**src/hdl/bert_defines.svh**
```systemverilog
//------------------------------
// BERT TX size defines
// Lane count, generator count and seed width
//------------------------------

`ifndef BERT_DEFINES_SVH
`define BERT_DEFINES_SVH

// Even number of transmit lanes
`define BERT_LANES 8

// Number of pattern generators
`define BERT_GENS 4

// Seed and generator state width
`define BERT_SEED_W 32

`endif

```
**src/hdl/bert_pkg.sv**
```systemverilog
//------------------------------
// BERT TX shared types
// Pattern codes, config structs and lane vectors
//------------------------------

`include "bert_defines.svh"

`default_nettype none

package bert_pkg;

  // Pattern select codes with unlisted codes acting as PAT32
  typedef enum logic [2:0] {
    PAT32  = 3'd0,                       // 32-bit rotating pattern
    PRBS7  = 3'd1,                       // x^7 + x^6 + 1
    PRBS15 = 3'd2,                       // x^15 + x^14 + 1
    PRBS23 = 3'd3,                       // x^23 + x^18 + 1
    PRBS31 = 3'd4                        // x^31 + x^28 + 1
  } ptrn_sel_e;

  typedef enum logic [1:0] {
    FIFO_1X,                             // Full rate
    FIFO_2X,                             // Half rate
    FIFO_4X,                             // Quarter rate
    FIFO_REG                             // Register mode
  } fifo_mode_e;

  typedef struct packed {
    logic       gen2_mode;               // Gen2 bit layout
    logic       sdr_mode;                // Single data rate
    fifo_mode_e fifo_mode;               // TX FIFO ratio
  } bert_cfg_t;

  typedef struct packed {
    logic      start;                    // Start pulse
    logic      restart;                  // Stop and reload seed
    logic      seed_ld;                  // Seed load pulse
    ptrn_sel_e ptrn_sel;                 // Pattern choice
  } gen_ctrl_t;

  typedef gen_ctrl_t [`BERT_GENS-1:0]        gen_ctrl_arr_t;
  typedef logic [`BERT_GENS-1:0][7:0]        gen_bytes_t;
  typedef logic [`BERT_LANES-1:0][7:0]       lane_bytes_t;
  typedef logic [`BERT_LANES-1:0][1:0]       lane_sel_t;
  typedef logic [8*`BERT_LANES-1:0]          bert_word_t;

  // Shift exponent where bits per clock is 2**result
  function automatic logic [1:0] bert_shift_count(input bert_cfg_t cfg);
    logic [1:0] base;
    case (cfg.fifo_mode)
      FIFO_2X: base = 2'd1;
      FIFO_4X: base = 2'd2;
      default: base = 2'd0;              // 1X and register mode
    endcase
    return base + {1'b0, ~cfg.sdr_mode}; // DDR doubles the rate
  endfunction

endpackage

`default_nettype wire

```
**src/hdl/bert_gen.sv**
```systemverilog
//------------------------------
// BERT pattern generator
// PRBS or 32-bit rotate at 1 to 8 steps per clock
//------------------------------

`include "bert_defines.svh"

`default_nettype none

module bert_gen (
  input  wire                          clk,       // BERT clock
  input  wire                          rst_n,     // Async active-low reset
  input  wire bert_pkg::gen_ctrl_t     ctrl,      // Pulses and pattern select
  input  wire [`BERT_SEED_W-1:0]       seed_data, // Shared seed bus
  input  wire [1:0]                    shift_cnt, // Log2 of steps per clock
  output logic                         seed_good, // Stored seed nonzero
  output logic                         run,       // Generator running
  output logic [7:0]                   gen_byte   // Byte out
);

  localparam int W = `BERT_SEED_W;

  logic [W-1:0] seed_q;                  // Stored seed
  logic [W-1:0] state_q;                 // LFSR / rotate state
  logic [W-1:0] step_chain [0:8];        // Unrolled single steps
  logic [W-1:0] state_step;              // State after this clock's steps

  //------------------------------
  // Single step
  //------------------------------

  // One bit of LFSR feedback or one bit of rotation
  function automatic logic [W-1:0] step_one(
    input logic [W-1:0]        s,
    input bert_pkg::ptrn_sel_e sel
  );
    logic nb;
    case (sel)
      bert_pkg::PRBS7:  nb = s[6] ^ s[5];    // Taps 7,6
      bert_pkg::PRBS15: nb = s[14] ^ s[13];  // Taps 15,14
      bert_pkg::PRBS23: nb = s[22] ^ s[17];  // Taps 23,18
      bert_pkg::PRBS31: nb = s[30] ^ s[27];  // Taps 31,28
      default:          nb = s[W-1];         // PAT32 wraps MSB around
    endcase
    return {s[W-2:0], nb};                   // Shift left with new bit at LSB
  endfunction

  //------------------------------
  // Multi-step unroll
  //------------------------------

  always_comb
  begin
    step_chain[0] = state_q;
    for (int i = 1; i <= 8; i++)
    begin
      step_chain[i] = step_one(step_chain[i-1], ctrl.ptrn_sel);
    end
  end

  always_comb
  begin
    case (shift_cnt)
      2'd0:    state_step = step_chain[1];   // 1 bit per clock
      2'd1:    state_step = step_chain[2];   // 2 bits per clock
      2'd2:    state_step = step_chain[4];   // 4 bits per clock
      default: state_step = step_chain[8];   // 8 bits per clock
    endcase
  end

  //------------------------------
  // Seed and run control
  //------------------------------

  always_ff @(posedge clk or negedge rst_n)
  begin
    if (!rst_n)
    begin
      seed_q    <= '0;
      seed_good <= 1'b0;
    end
    else if (ctrl.seed_ld)
    begin
      seed_q    <= seed_data;                // Capture shared bus
      seed_good <= |seed_data;               // All-zero seed locks LFSR
    end
  end

  always_ff @(posedge clk or negedge rst_n)
  begin
    if (!rst_n)
      run <= 1'b0;
    else if (ctrl.restart)
      run <= 1'b0;                           // Restart wins over start
    else if (ctrl.start && seed_good)
      run <= 1'b1;                           // Only with a usable seed
  end

  always_ff @(posedge clk or negedge rst_n)
  begin
    if (!rst_n)
      state_q <= '0;
    else if (ctrl.seed_ld)
      state_q <= seed_data;                  // New seed straight in
    else if (ctrl.restart)
      state_q <= seed_q;                     // Back to sequence start
    else if (run)
      state_q <= state_step;
  end

  assign gen_byte = state_q[7:0];            // Low byte with no extra delay

endmodule

`default_nettype wire

```
**src/hdl/bert_lane_sel.sv**
```systemverilog
//------------------------------
// BERT lane source select
// Registered generator pick per lane
//------------------------------

`include "bert_defines.svh"

`default_nettype none

module bert_lane_sel (
  input  wire                         clk,        // BERT clock
  input  wire                         rst_n,      // Async active-low reset
  input  wire bert_pkg::gen_bytes_t   gen_bytes,  // One byte per generator
  input  wire bert_pkg::lane_sel_t    lane_sel,   // Generator index per lane
  output bert_pkg::lane_bytes_t       lane_bytes  // Registered lane bytes
);

  bert_pkg::lane_bytes_t mux_out;                 // Unregistered lane bytes

  //------------------------------
  // Per-lane source mux
  //------------------------------

  always_comb
  begin
    for (int q = 0; q < `BERT_LANES; q++)
    begin
      case (lane_sel[q])
        2'd0:    mux_out[q] = gen_bytes[0];       // Generator 0
        2'd1:    mux_out[q] = gen_bytes[1];       // Generator 1
        2'd2:    mux_out[q] = gen_bytes[2];       // Generator 2
        default: mux_out[q] = gen_bytes[3];       // Generator 3
      endcase
    end
  end

  //------------------------------
  // Pipeline stage
  //------------------------------

  always_ff @(posedge clk or negedge rst_n)
  begin
    if (!rst_n)
      lane_bytes <= '0;
    else
      lane_bytes <= mux_out;                      // One cycle of latency
  end

endmodule

`default_nettype wire

```
**src/hdl/bert_bit_map.sv**
```systemverilog
//------------------------------
// BERT output bit mapper
// Registered Gen1 SDR/DDR or Gen2 placement
//------------------------------

`include "bert_defines.svh"

`default_nettype none

module bert_bit_map (
  input  wire                         clk,        // BERT clock
  input  wire                         rst_n,      // Async active-low reset
  input  wire bert_pkg::bert_cfg_t    cfg,        // Gen and rate mode
  input  wire bert_pkg::lane_bytes_t  lane_bytes, // Selected lane bytes
  output bert_pkg::bert_word_t        bert_data   // Wide TX word
);

  localparam int L = `BERT_LANES;                 // Even lane count

  bert_pkg::bert_word_t word_g2;                  // Gen2 layout
  bert_pkg::bert_word_t word_g1_ddr;              // Gen1 double rate
  bert_pkg::bert_word_t word_g1_sdr;              // Gen1 single rate
  bert_pkg::bert_word_t word_nxt;                 // Selected layout

  //------------------------------
  // Gen2 layout
  //------------------------------

  // Four groups of 2L bits with one bit pair per lane
  always_comb
  begin
    word_g2 = '0;
    for (int g = 0; g < 4; g++)
    begin
      for (int q = 0; q < L; q++)
      begin
        word_g2[2*g*L+2*q]   = lane_bytes[q][7-2*g];  // Even slot
        word_g2[2*g*L+2*q+1] = lane_bytes[q][6-2*g];  // Odd slot
      end
    end
  end

  //------------------------------
  // Gen1 layouts
  //------------------------------

  // Lower 2L bits from the first L/2 lanes
  always_comb
  begin
    word_g1_ddr = word_g2;                        // Upper bits keep Gen2
    for (int g = 0; g < 2; g++)
    begin
      for (int q = 0; q < L/2; q++)
      begin
        word_g1_ddr[g*L+2*q]   = lane_bytes[q][7-2*g];
        word_g1_ddr[g*L+2*q+1] = lane_bytes[q][6-2*g];
      end
    end
  end

  // SDR replaces only the even positions
  always_comb
  begin
    word_g1_sdr = word_g1_ddr;
    for (int g = 0; g < 2; g++)
    begin
      for (int q = 0; q < L/2; q++)
      begin
        word_g1_sdr[g*L+2*q] = lane_bytes[q][7-g];  // One new bit per lane
      end
    end
  end

  //------------------------------
  // Output select and register
  //------------------------------

  always_comb
  begin
    if (cfg.gen2_mode)
      word_nxt = word_g2;
    else if (cfg.sdr_mode)
      word_nxt = word_g1_sdr;
    else
      word_nxt = word_g1_ddr;
  end

  always_ff @(posedge clk or negedge rst_n)
  begin
    if (!rst_n)
      bert_data <= '0;
    else
      bert_data <= word_nxt;                      // Second pipeline stage
  end

endmodule

`default_nettype wire

```
**src/hdl/bert_tx.sv**
```systemverilog
//------------------------------
// BERT transmit top
// Generators, lane select and bit map in a chain
//------------------------------

`include "bert_defines.svh"

`default_nettype none

module bert_tx (
  input  wire                           clk,        // BERT clock
  input  wire                           rst_n,      // Async active-low reset
  input  wire bert_pkg::bert_cfg_t      cfg,        // Quasi-static mode
  input  wire bert_pkg::gen_ctrl_arr_t  gen_ctrl,   // Per-generator control
  input  wire [`BERT_SEED_W-1:0]        seed_data,  // Shared seed bus
  input  wire bert_pkg::lane_sel_t      lane_sel,   // Lane source select
  output logic [`BERT_GENS-1:0]         seed_good,  // Seed nonzero per gen
  output logic [`BERT_GENS-1:0]         gen_run,    // Running per gen
  output bert_pkg::bert_word_t          bert_data   // Wide TX word
);

  bert_pkg::gen_bytes_t  gen_bytes;                 // Generator outputs
  bert_pkg::lane_bytes_t lane_bytes;                // Registered lane bytes

  //------------------------------
  // Pattern generators
  //------------------------------

  for (genvar i = 0; i < `BERT_GENS; i++)
  begin : g_gen
    bert_gen u_bert_gen (
      .clk       (clk),
      .rst_n     (rst_n),
      .ctrl      (gen_ctrl[i]),
      .seed_data (seed_data),
      .shift_cnt (bert_pkg::bert_shift_count(cfg)), // Same rate for all
      .seed_good (seed_good[i]),
      .run       (gen_run[i]),
      .gen_byte  (gen_bytes[i])
    );
  end

  //------------------------------
  // Lane select and mapping
  //------------------------------

  bert_lane_sel u_bert_lane_sel (
    .clk        (clk),
    .rst_n      (rst_n),
    .gen_bytes  (gen_bytes),
    .lane_sel   (lane_sel),
    .lane_bytes (lane_bytes)
  );

  bert_bit_map u_bert_bit_map (
    .clk        (clk),
    .rst_n      (rst_n),
    .cfg        (cfg),
    .lane_bytes (lane_bytes),
    .bert_data  (bert_data)                         // Two stages after state
  );

endmodule

`default_nettype wire

```
**config.mk**
```make
export PLATFORM = sky130hd
export DESIGN_NAME = bert_tx
export DESIGN_NICKNAME = d
export VERILOG_FILES = /design/src/hdl/bert_pkg.sv /design/src/hdl/bert_gen.sv /design/src/hdl/bert_lane_sel.sv /design/src/hdl/bert_bit_map.sv /design/src/hdl/bert_tx.sv
export VERILOG_INCLUDE_DIRS = /design/src /design/src/hdl
export SDC_FILE = /design/constraint.sdc
export NUM_CORES = 1
export LEC_CHECK = 0
export BUFFER_PORTS_ARGS = -buffer_cell sky130_fd_sc_hd__clkbuf_2
export CAP_MARGIN = 30
export CORE_UTILIZATION = 45
export DETAILED_ROUTE_END_ITERATION = 8
export GPL_ROUTABILITY_DRIVEN = 0
export PLACE_DENSITY_LB_ADDON = 0.25
export SLEW_MARGIN = 10
export SYNTH_ARGS = -nofsm -noshare
export SYNTH_HDL_FRONTEND = slang
export SYNTH_SLANG_ARGS = --single-unit
```
**constraint.sdc**
```tcl
create_clock -name clk -period 2.7 [get_ports clk]
set_input_delay 0.54 -clock clk [delete_from_list [all_inputs] [get_ports clk]]
set_output_delay 0.54 -clock clk [all_outputs]
set_load 0.05 [all_outputs]
```
Yosys cells after proc, flatten, opt, wreduce, memory -nomap -nowiden --
Index checks and enable logic that the tools add are counted.
Word-level totals: memory bits (writable) 0, flip-flop bits (word level) 392, word-level logic and storage cells 280, ROM bits 0, input port bits 78, memories 0, bits in latches 0, output and inout port bits 72
Operators by class: bitwise gates (word level) 129, shift operators 0, multipliers 0, reductions and logical operators 22, $add $sub $neg 1, divide/modulo/power cells 0, $lt $le $gt $ge 0, equality and inequality tests 36, muxes and demuxes 67
Operator list (number):
- $mux 32 | 12
- $pmux 32 s3 | 4
- $pmux 8 s3 | 8
- $pmux 1 s4 | 32
- $xor 1x1->1 | 128
- $reduce_or 32->1 | 1
- $eq 3x2->1 const B | 8
- $eq 2x1->1 const B | 10
- $eq 2x2->1 const B | 10
- $logic_not 2->1 | 9
- $mux 16 | 1
- $mux 15 | 1
- $eq 3x1->1 const B | 4
- $eq 3x3->1 const B | 4
- $reduce_bool 3->1 | 4
- $mux 1 | 8
- $reduce_bool 2->1 | 4
- $logic_and 1x1->1 | 4
- $pmux 2 s2 | 1
- $add 2x1->2 | 1
- $not 1->1 | 1

Longest topological paths before layout --
Gate-level depths: netlist (run 1).
depth after elaboration 8, mapped depth 10, mapped depth without buffers 8

Hierarchy --
Synthesis (run 1) repeated with hierarchy kept, for this count alone.
Second synthesis, totals: cells, all modules 2215, area, all modules 23526.3 µm²
Modules (own cells, without submodules):
- bert_gen | area each 4638.2 µm², times used 4, cells each 496
- bert_lane_sel | area each 3173.0 µm², times used 1, cells each 144
- bert_bit_map | area each 1747.9 µm², times used 1, cells each 82
- bert_tx | area each 52.6 µm², times used 1, cells each 5

Least setup slack after synthesis (run 1) --
Ideal clock, no wire load.
path kind in2reg, from input cfg[2] in the netlist's numbering, to register g_gen[0].u_bert_gen.state_q[11], path buffers 2, cell stages on the path 8, arrival 2.658 ns, slack -0.092 ns, data required time 2.566 ns, cell sequence clkbuf_1 > inv_1 > ha_1 > clkinv_1 > buf_1 > mux4_2 > a22oi_1 > o21ai_0
Between the ends: cells in the longest elaborated chain, start to end 7
RTL lines:
- start: declaration | line bert_tx.sv:13 | input wire bert_pkg::bert_cfg_t cfg,
- $not 1->1 (*) | line bert_pkg.sv:55 | return base + {1'b0, ~cfg.sdr_mode};
- $add 2x1->2 (*) | line bert_pkg.sv:55
- $eq 2x2->1, or another cell as far along | line bert_gen.sv:63 | case (shift_cnt)
- $pmux 32 s3 (*) | line bert_gen.sv:63
- $mux 32 (*) | line bert_gen.sv:107 | else if (run)
- $mux 32 (*) | line bert_gen.sv:105 | else if (ctrl.restart)
- $mux 32 (*) | line bert_gen.sv:103 | else if (ctrl.seed_ld)
- end signal: assignment | line bert_gen.sv:104 | state_q <= seed_data;
- end signal: assignment | line bert_gen.sv:106 | state_q <= seed_q;
- end signal: assignment | line bert_gen.sv:108 | state_q <= state_step;
- end: declaration | line bert_gen.sv:24 | logic [W-1:0] state_q;
Mark *: on every way between the ends. The rest lies on a longest branch, timed or not. The select of a mux whose other input is x is not followed. A chain may end at the register's enable or synchronous reset.

Worst setup path in the final report (run 1) --
from input cfg[0] in the netlist's numbering, to register g_gen[3].u_bert_gen.state_q[22]
Between the ends: cells in the longest elaborated chain, start to end 8
RTL lines:
- $eq 2x2->1 / $eq 2x1->1 (equally long branches) | line bert_pkg.sv:50 | case (cfg.fifo_mode)
- $pmux 2 s2 (*) | line bert_pkg.sv:50
- $add 2x1->2 (*) | line bert_pkg.sv:55
- $eq 2x2->1, or another cell as far along | line bert_gen.sv:63
- $pmux 32 s3 (*) | line bert_gen.sv:63
- $mux 32 (*) | line bert_gen.sv:107
- $mux 32 (*) | line bert_gen.sv:105
- $mux 32 (*) | line bert_gen.sv:103
- end signal: assignment | line bert_gen.sv:104
- end signal: assignment | line bert_gen.sv:106
- end signal: assignment | line bert_gen.sv:108
- end: declaration | line bert_gen.sv:24
Marked as above.

==> metrics.csv, run 1 <==
metric,value,unit
Final Cell Area,25600,µm²
"Reg clk slew, reported paths",0.06,ns
hold depth,3,
"Clk Latency, worst-skew pair",0.59,ns
number of synthesized flops with an enable pin,0,
Initial DRC Count,2083,
Synthesized Nets,2036,
first-pass GRT wire length,108,mm
Post-Synthesis Cell Area,22300,µm²
combinational share of power,0.249,
Reg-to-Reg End,g_gen[3].u_bert_gen.state_q[1]$_DFFE_PN0P_,
#FFs+latches synth,392,
Setup Viol. Count Final,0,
Fmax,435,MHz
min-delay src,gen_ctrl[5],
switching fraction of total power,0.325,
Synth async-reset ratio,1.00,
"Slew Viols, Final",0,
CP arrival,2.80,ns
Post-DP Area,24100,µm²
Critical path origin,cfg[0],
Fin Setup TNS,0,ns
Leak,10.4,nW
fin crit share,0.851,
Worst Setup Path Type,in2reg,
CTS tree,yes,
Crit Path Max Fanout,6,
post-placement cell count,2646,
"Setup Fix Bufs, Post-CTS",0,
worst hold path type,in2reg,
CTS buffer count,42,
wire length per cell,25.9,µm
clock tree root driver cell,clkbuf_16,
initial antenna violation count,0,
fill count,4308,
Area Overhead vs Synth,14.6,%
crit end category,flop,
Final Hold Slack,0.208,ns
Post-CTS Hold Fix Bufs,1,
Int Pwr,12.3,mW
RSZ-0062 raised after global routing,false,
post_cts resized,0,
Setup crit start kind,primary input,
CTS Sinks,392,
# IOs,150,
Clk pwr share,0.338,
vias in the first global route,17100,
"Power, Total",18.2,mW
WP data required,3.20,ns
num rows,81,
Total Wirelength,70.6,mm
synthesized area per cell,11.4,µm²
Layout Skew,0.0163,ns
max_cap viols,0,
VDD IR-drop max,376,µV
"antenna viol nets, final",0,
Vias/cell,6.44,
Initial DRT Pass Iterations,7,
via count,17500,
clock buffer depth,3,
Reg power frac,0.413,
"Seq/Total Area, Yosys",0.439,
layout cells sized above 1,0.310,
endpoints failing hold,0,
Die W,225,µm
Core Area,49000,µm²
R2R Path Start,g_gen[3].u_bert_gen.state_q[3]$_DFFE_PN0P_,
fin cells,2722,
Detail Placement HPWL,48.2,mm
Final Net Count,2106,
DIE HEIGHT,225,µm
Worst Max-Slew Pin Slew,0.831,ns
Initial Utilization,0.456,
number of distinct library cells after synthesis,70,
# diodes,0,
Synth warnings,0,
largest net degree at the start of global routing,70,
full die area,50500,µm²
Port-buffer cells,149,
P_sw,5.92,mW
cells after synthesis,1957,
outcome,finished clean,
Hold Path End,g_gen[0].u_bert_gen.run$_DFFE_PN0P_,
crit path time final,2.30,ns
grt ovf,0,
number of H-tree levels,2,
ys flop type,dfrtp_1,
All-Layer GR Usage,0.284,
Residual DRC,0,
FF-to-FF path depth,7,
PD cells,712,nW/µm²
flop2flop setup slack,0.49,ns
Worst slew margin,0.441,
cells in the mapped netlist (11+ instances only):
master,count,area (µm²)
buf_4,15,113
a21oi_1,72,360
mux2_2,110,1240
o211ai_1,18,135
inv_1,38,143
dfrtp_1,392,9810
nor3_1,21,105
mux4_2,154,3470
nor2b_1,14,87.6
xor2_1,48,420
buf_1,40,150
o22ai_1,20,125
a211oi_1,11,82.6
nor2_1,84,315
a22oi_1,179,1340
buf_2,15,75.1
xnor2_1,80,701
mux2i_1,28,280
nand2_1,75,282
clkbuf_1,180,676
o21ai_0,171,856
sequential cells by signal (all words and copies together), names as in the netlist:
name	flops
g_gen.u_bert_gen.run	4
g_gen.u_bert_gen.seed_q	128
u_bert_lane_sel.lane_bytes	64
g_gen.u_bert_gen.state_q	128
u_bert_bit_map.bert_data	64
g_gen.u_bert_gen.seed_good	4
worst max-delay path, cell delays in order:
cell	delay (ns)
clkbuf_2	0.09
nor2b_1	0.28
buf_4	0.19
ha_4	0.22
and2_1	0.17
mux2i_1	0.24
buf_4	0.24
o21ai_0	0.13
a2111oi_0	0.48
a21oi_1	0.08
o21ai_1	0.14
placed cells by master (no fill, tap or decap), drive strengths merged, types with 8 or more instances in the layout:
cell type and instances:
inv 42, or3b 8, a21oi 72, nor4 8, a22oi 179, a31oi 8, mux2i 28, dfrtp 392
xor2 49, o22a 10, clkinv 8, buf 134, nor2 84, mux2 110, o22ai 20, a221o 9
a211oi 11, o31ai 11, nand3 9, o21ai 174, a221oi 10, o211ai 18, nor3 21, nand2 75
clkbuf 201, xnor2 81, nand2b 9, nor2b 14, mux4 154, nor3b 8
area by class of cell:
cell class	count	area [µm²]	area share
tap	664	831	0.0325
timing repair buffer	279	1970	0.0770
multi-input combinational	1273	11400	0.445
inverter	39	146	0.00572
sequential	392	9810	0.383
clock inverter	18	269	0.0105
clock buffer	57	1190	0.0464
power groups by stage:
stage | Combinational (mW) | Clock [mW] | Sequential [mW]
CTS | 4.51 | 6.26 | 7.50
finish | 4.53 | 6.15 | 7.52
floorplan | 2.80 | 0 | 7.74
global route | 4.84 | 6.49 | 7.62
detailed placement | 4.48 | 0 | 7.60
global placement | 4.43 | 0 | 7.58
kinds of logic after synthesis:
family | synth area share
XOR/XNOR | 0.0522
AND/OR/NAND/NOR | 0.0544
multiplexers | 0.223
flip-flops | 0.439
buffers and inverters | 0.0529
adder cells (fa/ha/maj) | 0.000560
AO/OA/AOI/OAI | 0.177
per-stage QoR:
step           setup slack (ns)  utilization
6_report                  0.402        0.523
5_1_grt                   0.320        0.523
4_1_cts                   0.403        0.523
3_5_place_dp             -0.192        0.493
3_3_place_gp             -0.186        0.493
2_1_floorplan            0.0216            -
worst max path at each step:
stage | end | slack, ns | cells after the start
detailed placement | g_gen[3].u_bert_gen.state_q[22]$_DFFE_PN0P_ | -0.19 | 11
global placement | g_gen[3].u_bert_gen.state_q[22]$_DFFE_PN0P_ | -0.19 | 11
floorplan | g_gen[0].u_bert_gen.state_q[12]$_DFFE_PN0P_ | 0.02 | 9
global route | g_gen[3].u_bert_gen.state_q[22]$_DFFE_PN0P_ | 0.32 | 11
finish | g_gen[3].u_bert_gen.state_q[22]$_DFFE_PN0P_ | 0.40 | 11
CTS | g_gen[3].u_bert_gen.state_q[22]$_DFFE_PN0P_ | 0.40 | 11
per-layer routing:
layer  routed length (µm)  vias up  global-route usage
met5                    0        -                   0
met4                 3080        0               0.119
met3                 6950      176              0.0648
met2                31700      988               0.427
met1                28900     8874               0.397
li1                     -     7500                   -
No activity file was read; power rests on OpenSTA's default activity.
==> run 2, diff against run 1 <==
--- a/config.mk
+++ b/config.mk
@@ -8,10 +8,14 @@
 export LEC_CHECK = 0
 export BUFFER_PORTS_ARGS = -buffer_cell sky130_fd_sc_hd__clkbuf_2
 export CAP_MARGIN = 30
-export CORE_UTILIZATION = 45
+export CELL_PAD_IN_SITES_DETAIL_PLACEMENT = 1
+export CELL_PAD_IN_SITES_GLOBAL_PLACEMENT = 2
+export CORE_UTILIZATION = 42
 export DETAILED_ROUTE_END_ITERATION = 8
 export GPL_ROUTABILITY_DRIVEN = 0
 export PLACE_DENSITY_LB_ADDON = 0.25
+export SETUP_SLACK_MARGIN = 0.05
+export SKIP_CTS_REPAIR_TIMING = 1
 export SLEW_MARGIN = 10
 export SYNTH_ARGS = -nofsm -noshare
 export SYNTH_HDL_FRONTEND = slang
==> run 2 against run 1 <==
Effect of this change:
- combinational power up 6.8%
- core utilization down 2.9 points
- clock skew increased by 0.0014 ns
- total power increased by 4.2%
- sequential power shrank 0.7%
- cell count is 2.1% higher
- worst setup slack gained 0.023 ns
- largest power group unchanged
==> metrics.csv, run 2 (same netlist as run 1, synthesis figures left out) <==
metric,value,unit
wire length per cell,28.9,µm
PD cells,732,nW/µm²
"Reg clk slew, reported paths",0.06,ns
Finished Core Util,0.493,
largest net degree at the start of global routing,67,
Layout Skew,0.0177,ns
Setup crit start kind,flop,
Setup Viol. Count Final,0,
max_cap viols,0,
layout cells sized above 1,0.319,
Final Cell Area,25900,µm²
Final Net Count,2133,
"Clk Latency, worst-skew pair",0.59,ns
CTS Sinks,392,
Detail Placement HPWL,56.1,mm
crit path time final,2.28,ns
min-delay src,gen_ctrl[10],
Port-buffer cells,149,
worst hold path type,in2reg,
clock tree root driver cell,clkbuf_16,
initial antenna violation count,1,
Post-DP Area,24300,µm²
fin crit share,0.843,
# IOs,150,
All-Layer GR Usage,0.302,
CTS buffer count,44,
VDD IR-drop max,443,µV
WP data required,3.14,ns
crit end category,flop,
Core Area,52600,µm²
outcome,finished clean,
Fmax,440,MHz
DP Worst Slack,-0.115,ns
Initial Utilization,0.425,
"antenna viol nets, final",0,
Die W,233,µm
most frequent cells in the layout,"392 x dfrtp_1, 179 x a22oi_1, 171 x o21ai_0",
Crit Path Max Fanout,8,
"Slew Viols, Final",0,
Initial DRT Pass Iterations,7,
Worst Max-Slew Pin Slew,0.819,ns
Initial DRC Count,1510,
RSZ-0062 raised after global routing,false,
Area Overhead vs Synth,16.1,%
"commonest non-fill, non-tap cell in the layout",dfrtp_1,
CTS tree,yes,
grt ovf,0,
first-pass GRT wire length,122,mm
Vias/cell,6.40,
Worst Setup Path Type,reg2reg,
Fin Setup TNS,0,ns
Critical path origin,g_gen[0].u_bert_gen.state_q[12]$_DFFE_PN0P_,
via count,17800,
CP arrival,2.72,ns
R2R Path Start,g_gen[0].u_bert_gen.state_q[12]$_DFFE_PN0P_,
Final Worst Setup Slack,0.425,ns
Largest regs,"g_gen.u_bert_gen.seed_q (128), g_gen.u_bert_gen.state_q (128)",
full die area,54100,µm²
"Power, Total",19.0,mW
fill count,5511,
Worst slew margin,0.454,
vias in the first global route,18500,
clock buffer depth,3,
number of H-tree levels,2,
endpoints failing hold,0,
num rows,84,
Residual DRC,0,
Total Wirelength,80.2,mm
Leak,10.5,nW
DIE HEIGHT,233,µm
==> run 2: cell types whose count changed in the layout (fill, tap and decap cells not counted), sizes merged <==
cell / change
clkinvlp: +2
bufinv: +2
buf: +25
clkbuf: +5
diode: +1
clkinv: -3
==> run 2: stage by stage <==
| stage | hold WS (ns) | std cells |
|---|---|---|
| after CTS | -0.0766 | 2776 |
| after global routing | 0.194 | 2777 |
| after floorplan | 0.244 | 1957 |
| final | 0.193 | 2778 |
| after global placement | 0.337 | 2695 |
| after detailed placement | 0.336 | 2695 |
==> run 2: critical path, cell delays in order (launching register included) <==
cell and delay, ns:
dfrtp_1 0.51, xnor2_1 0.28, o22ai_1 0.12, a211oi_1 0.22, buf_4 0.17, nor2_1 0.04, a2111oi_0 0.64, o31ai_1 0.15
==> run 2: power by group <==
part / total, mW / switching [mW] / internal, mW
Sequential: 7.47 / 0.834 / 6.64
Combinational: 4.84 / 2.80 / 2.04
Clock: 6.65 / 2.60 / 4.05
Total: 19.0 / 6.23 / 12.7
==> run 2: cell type report <==
cell class,instances,area [µm²],area share
diodes,1,2.50,0.0000965
clock buffers,62,1270,0.0490
clock inverters,19,314,0.0121
inverters,39,146,0.00565
multi-input cells,1273,11400,0.439
flip-flops and latches,392,9810,0.378
well taps,688,861,0.0332
repair buffers,304,2140,0.0827
==> run 2: path summary, 6_finish.rpt <==
path / end / slack (ns) / depth (start not counted)
worst max-delay path: g_gen[0].u_bert_gen.state_q[5]$_DFFE_PN0P_ / 0.42 / 7
worst min-delay path: g_gen[1].u_bert_gen.run$_DFFE_PN0P_ / 0.19 / 2
worst max register to register: g_gen[0].u_bert_gen.state_q[5]$_DFFE_PN0P_ / 0.42 / 7
worst min register to register: u_bert_bit_map.bert_data[51]$_DFF_PN0_ / 0.34 / 0
max in group asynchronous: g_gen[3].u_bert_gen.state_q[17]$_DFFE_PN0P_ / 1.34 / 3
min in group asynchronous: u_bert_bit_map.bert_data[62]$_DFF_PN0_ / 0.52 / 2
==> run 2: per-layer routing <==
layer	global-route usage	vias up	share of wire
met5	0	-	0
met4	0.134	0	0.042
met3	0.0403	146	0.064
met2	0.480	695	0.47
met1	0.412	9393	0.42
li1	-	7547	-
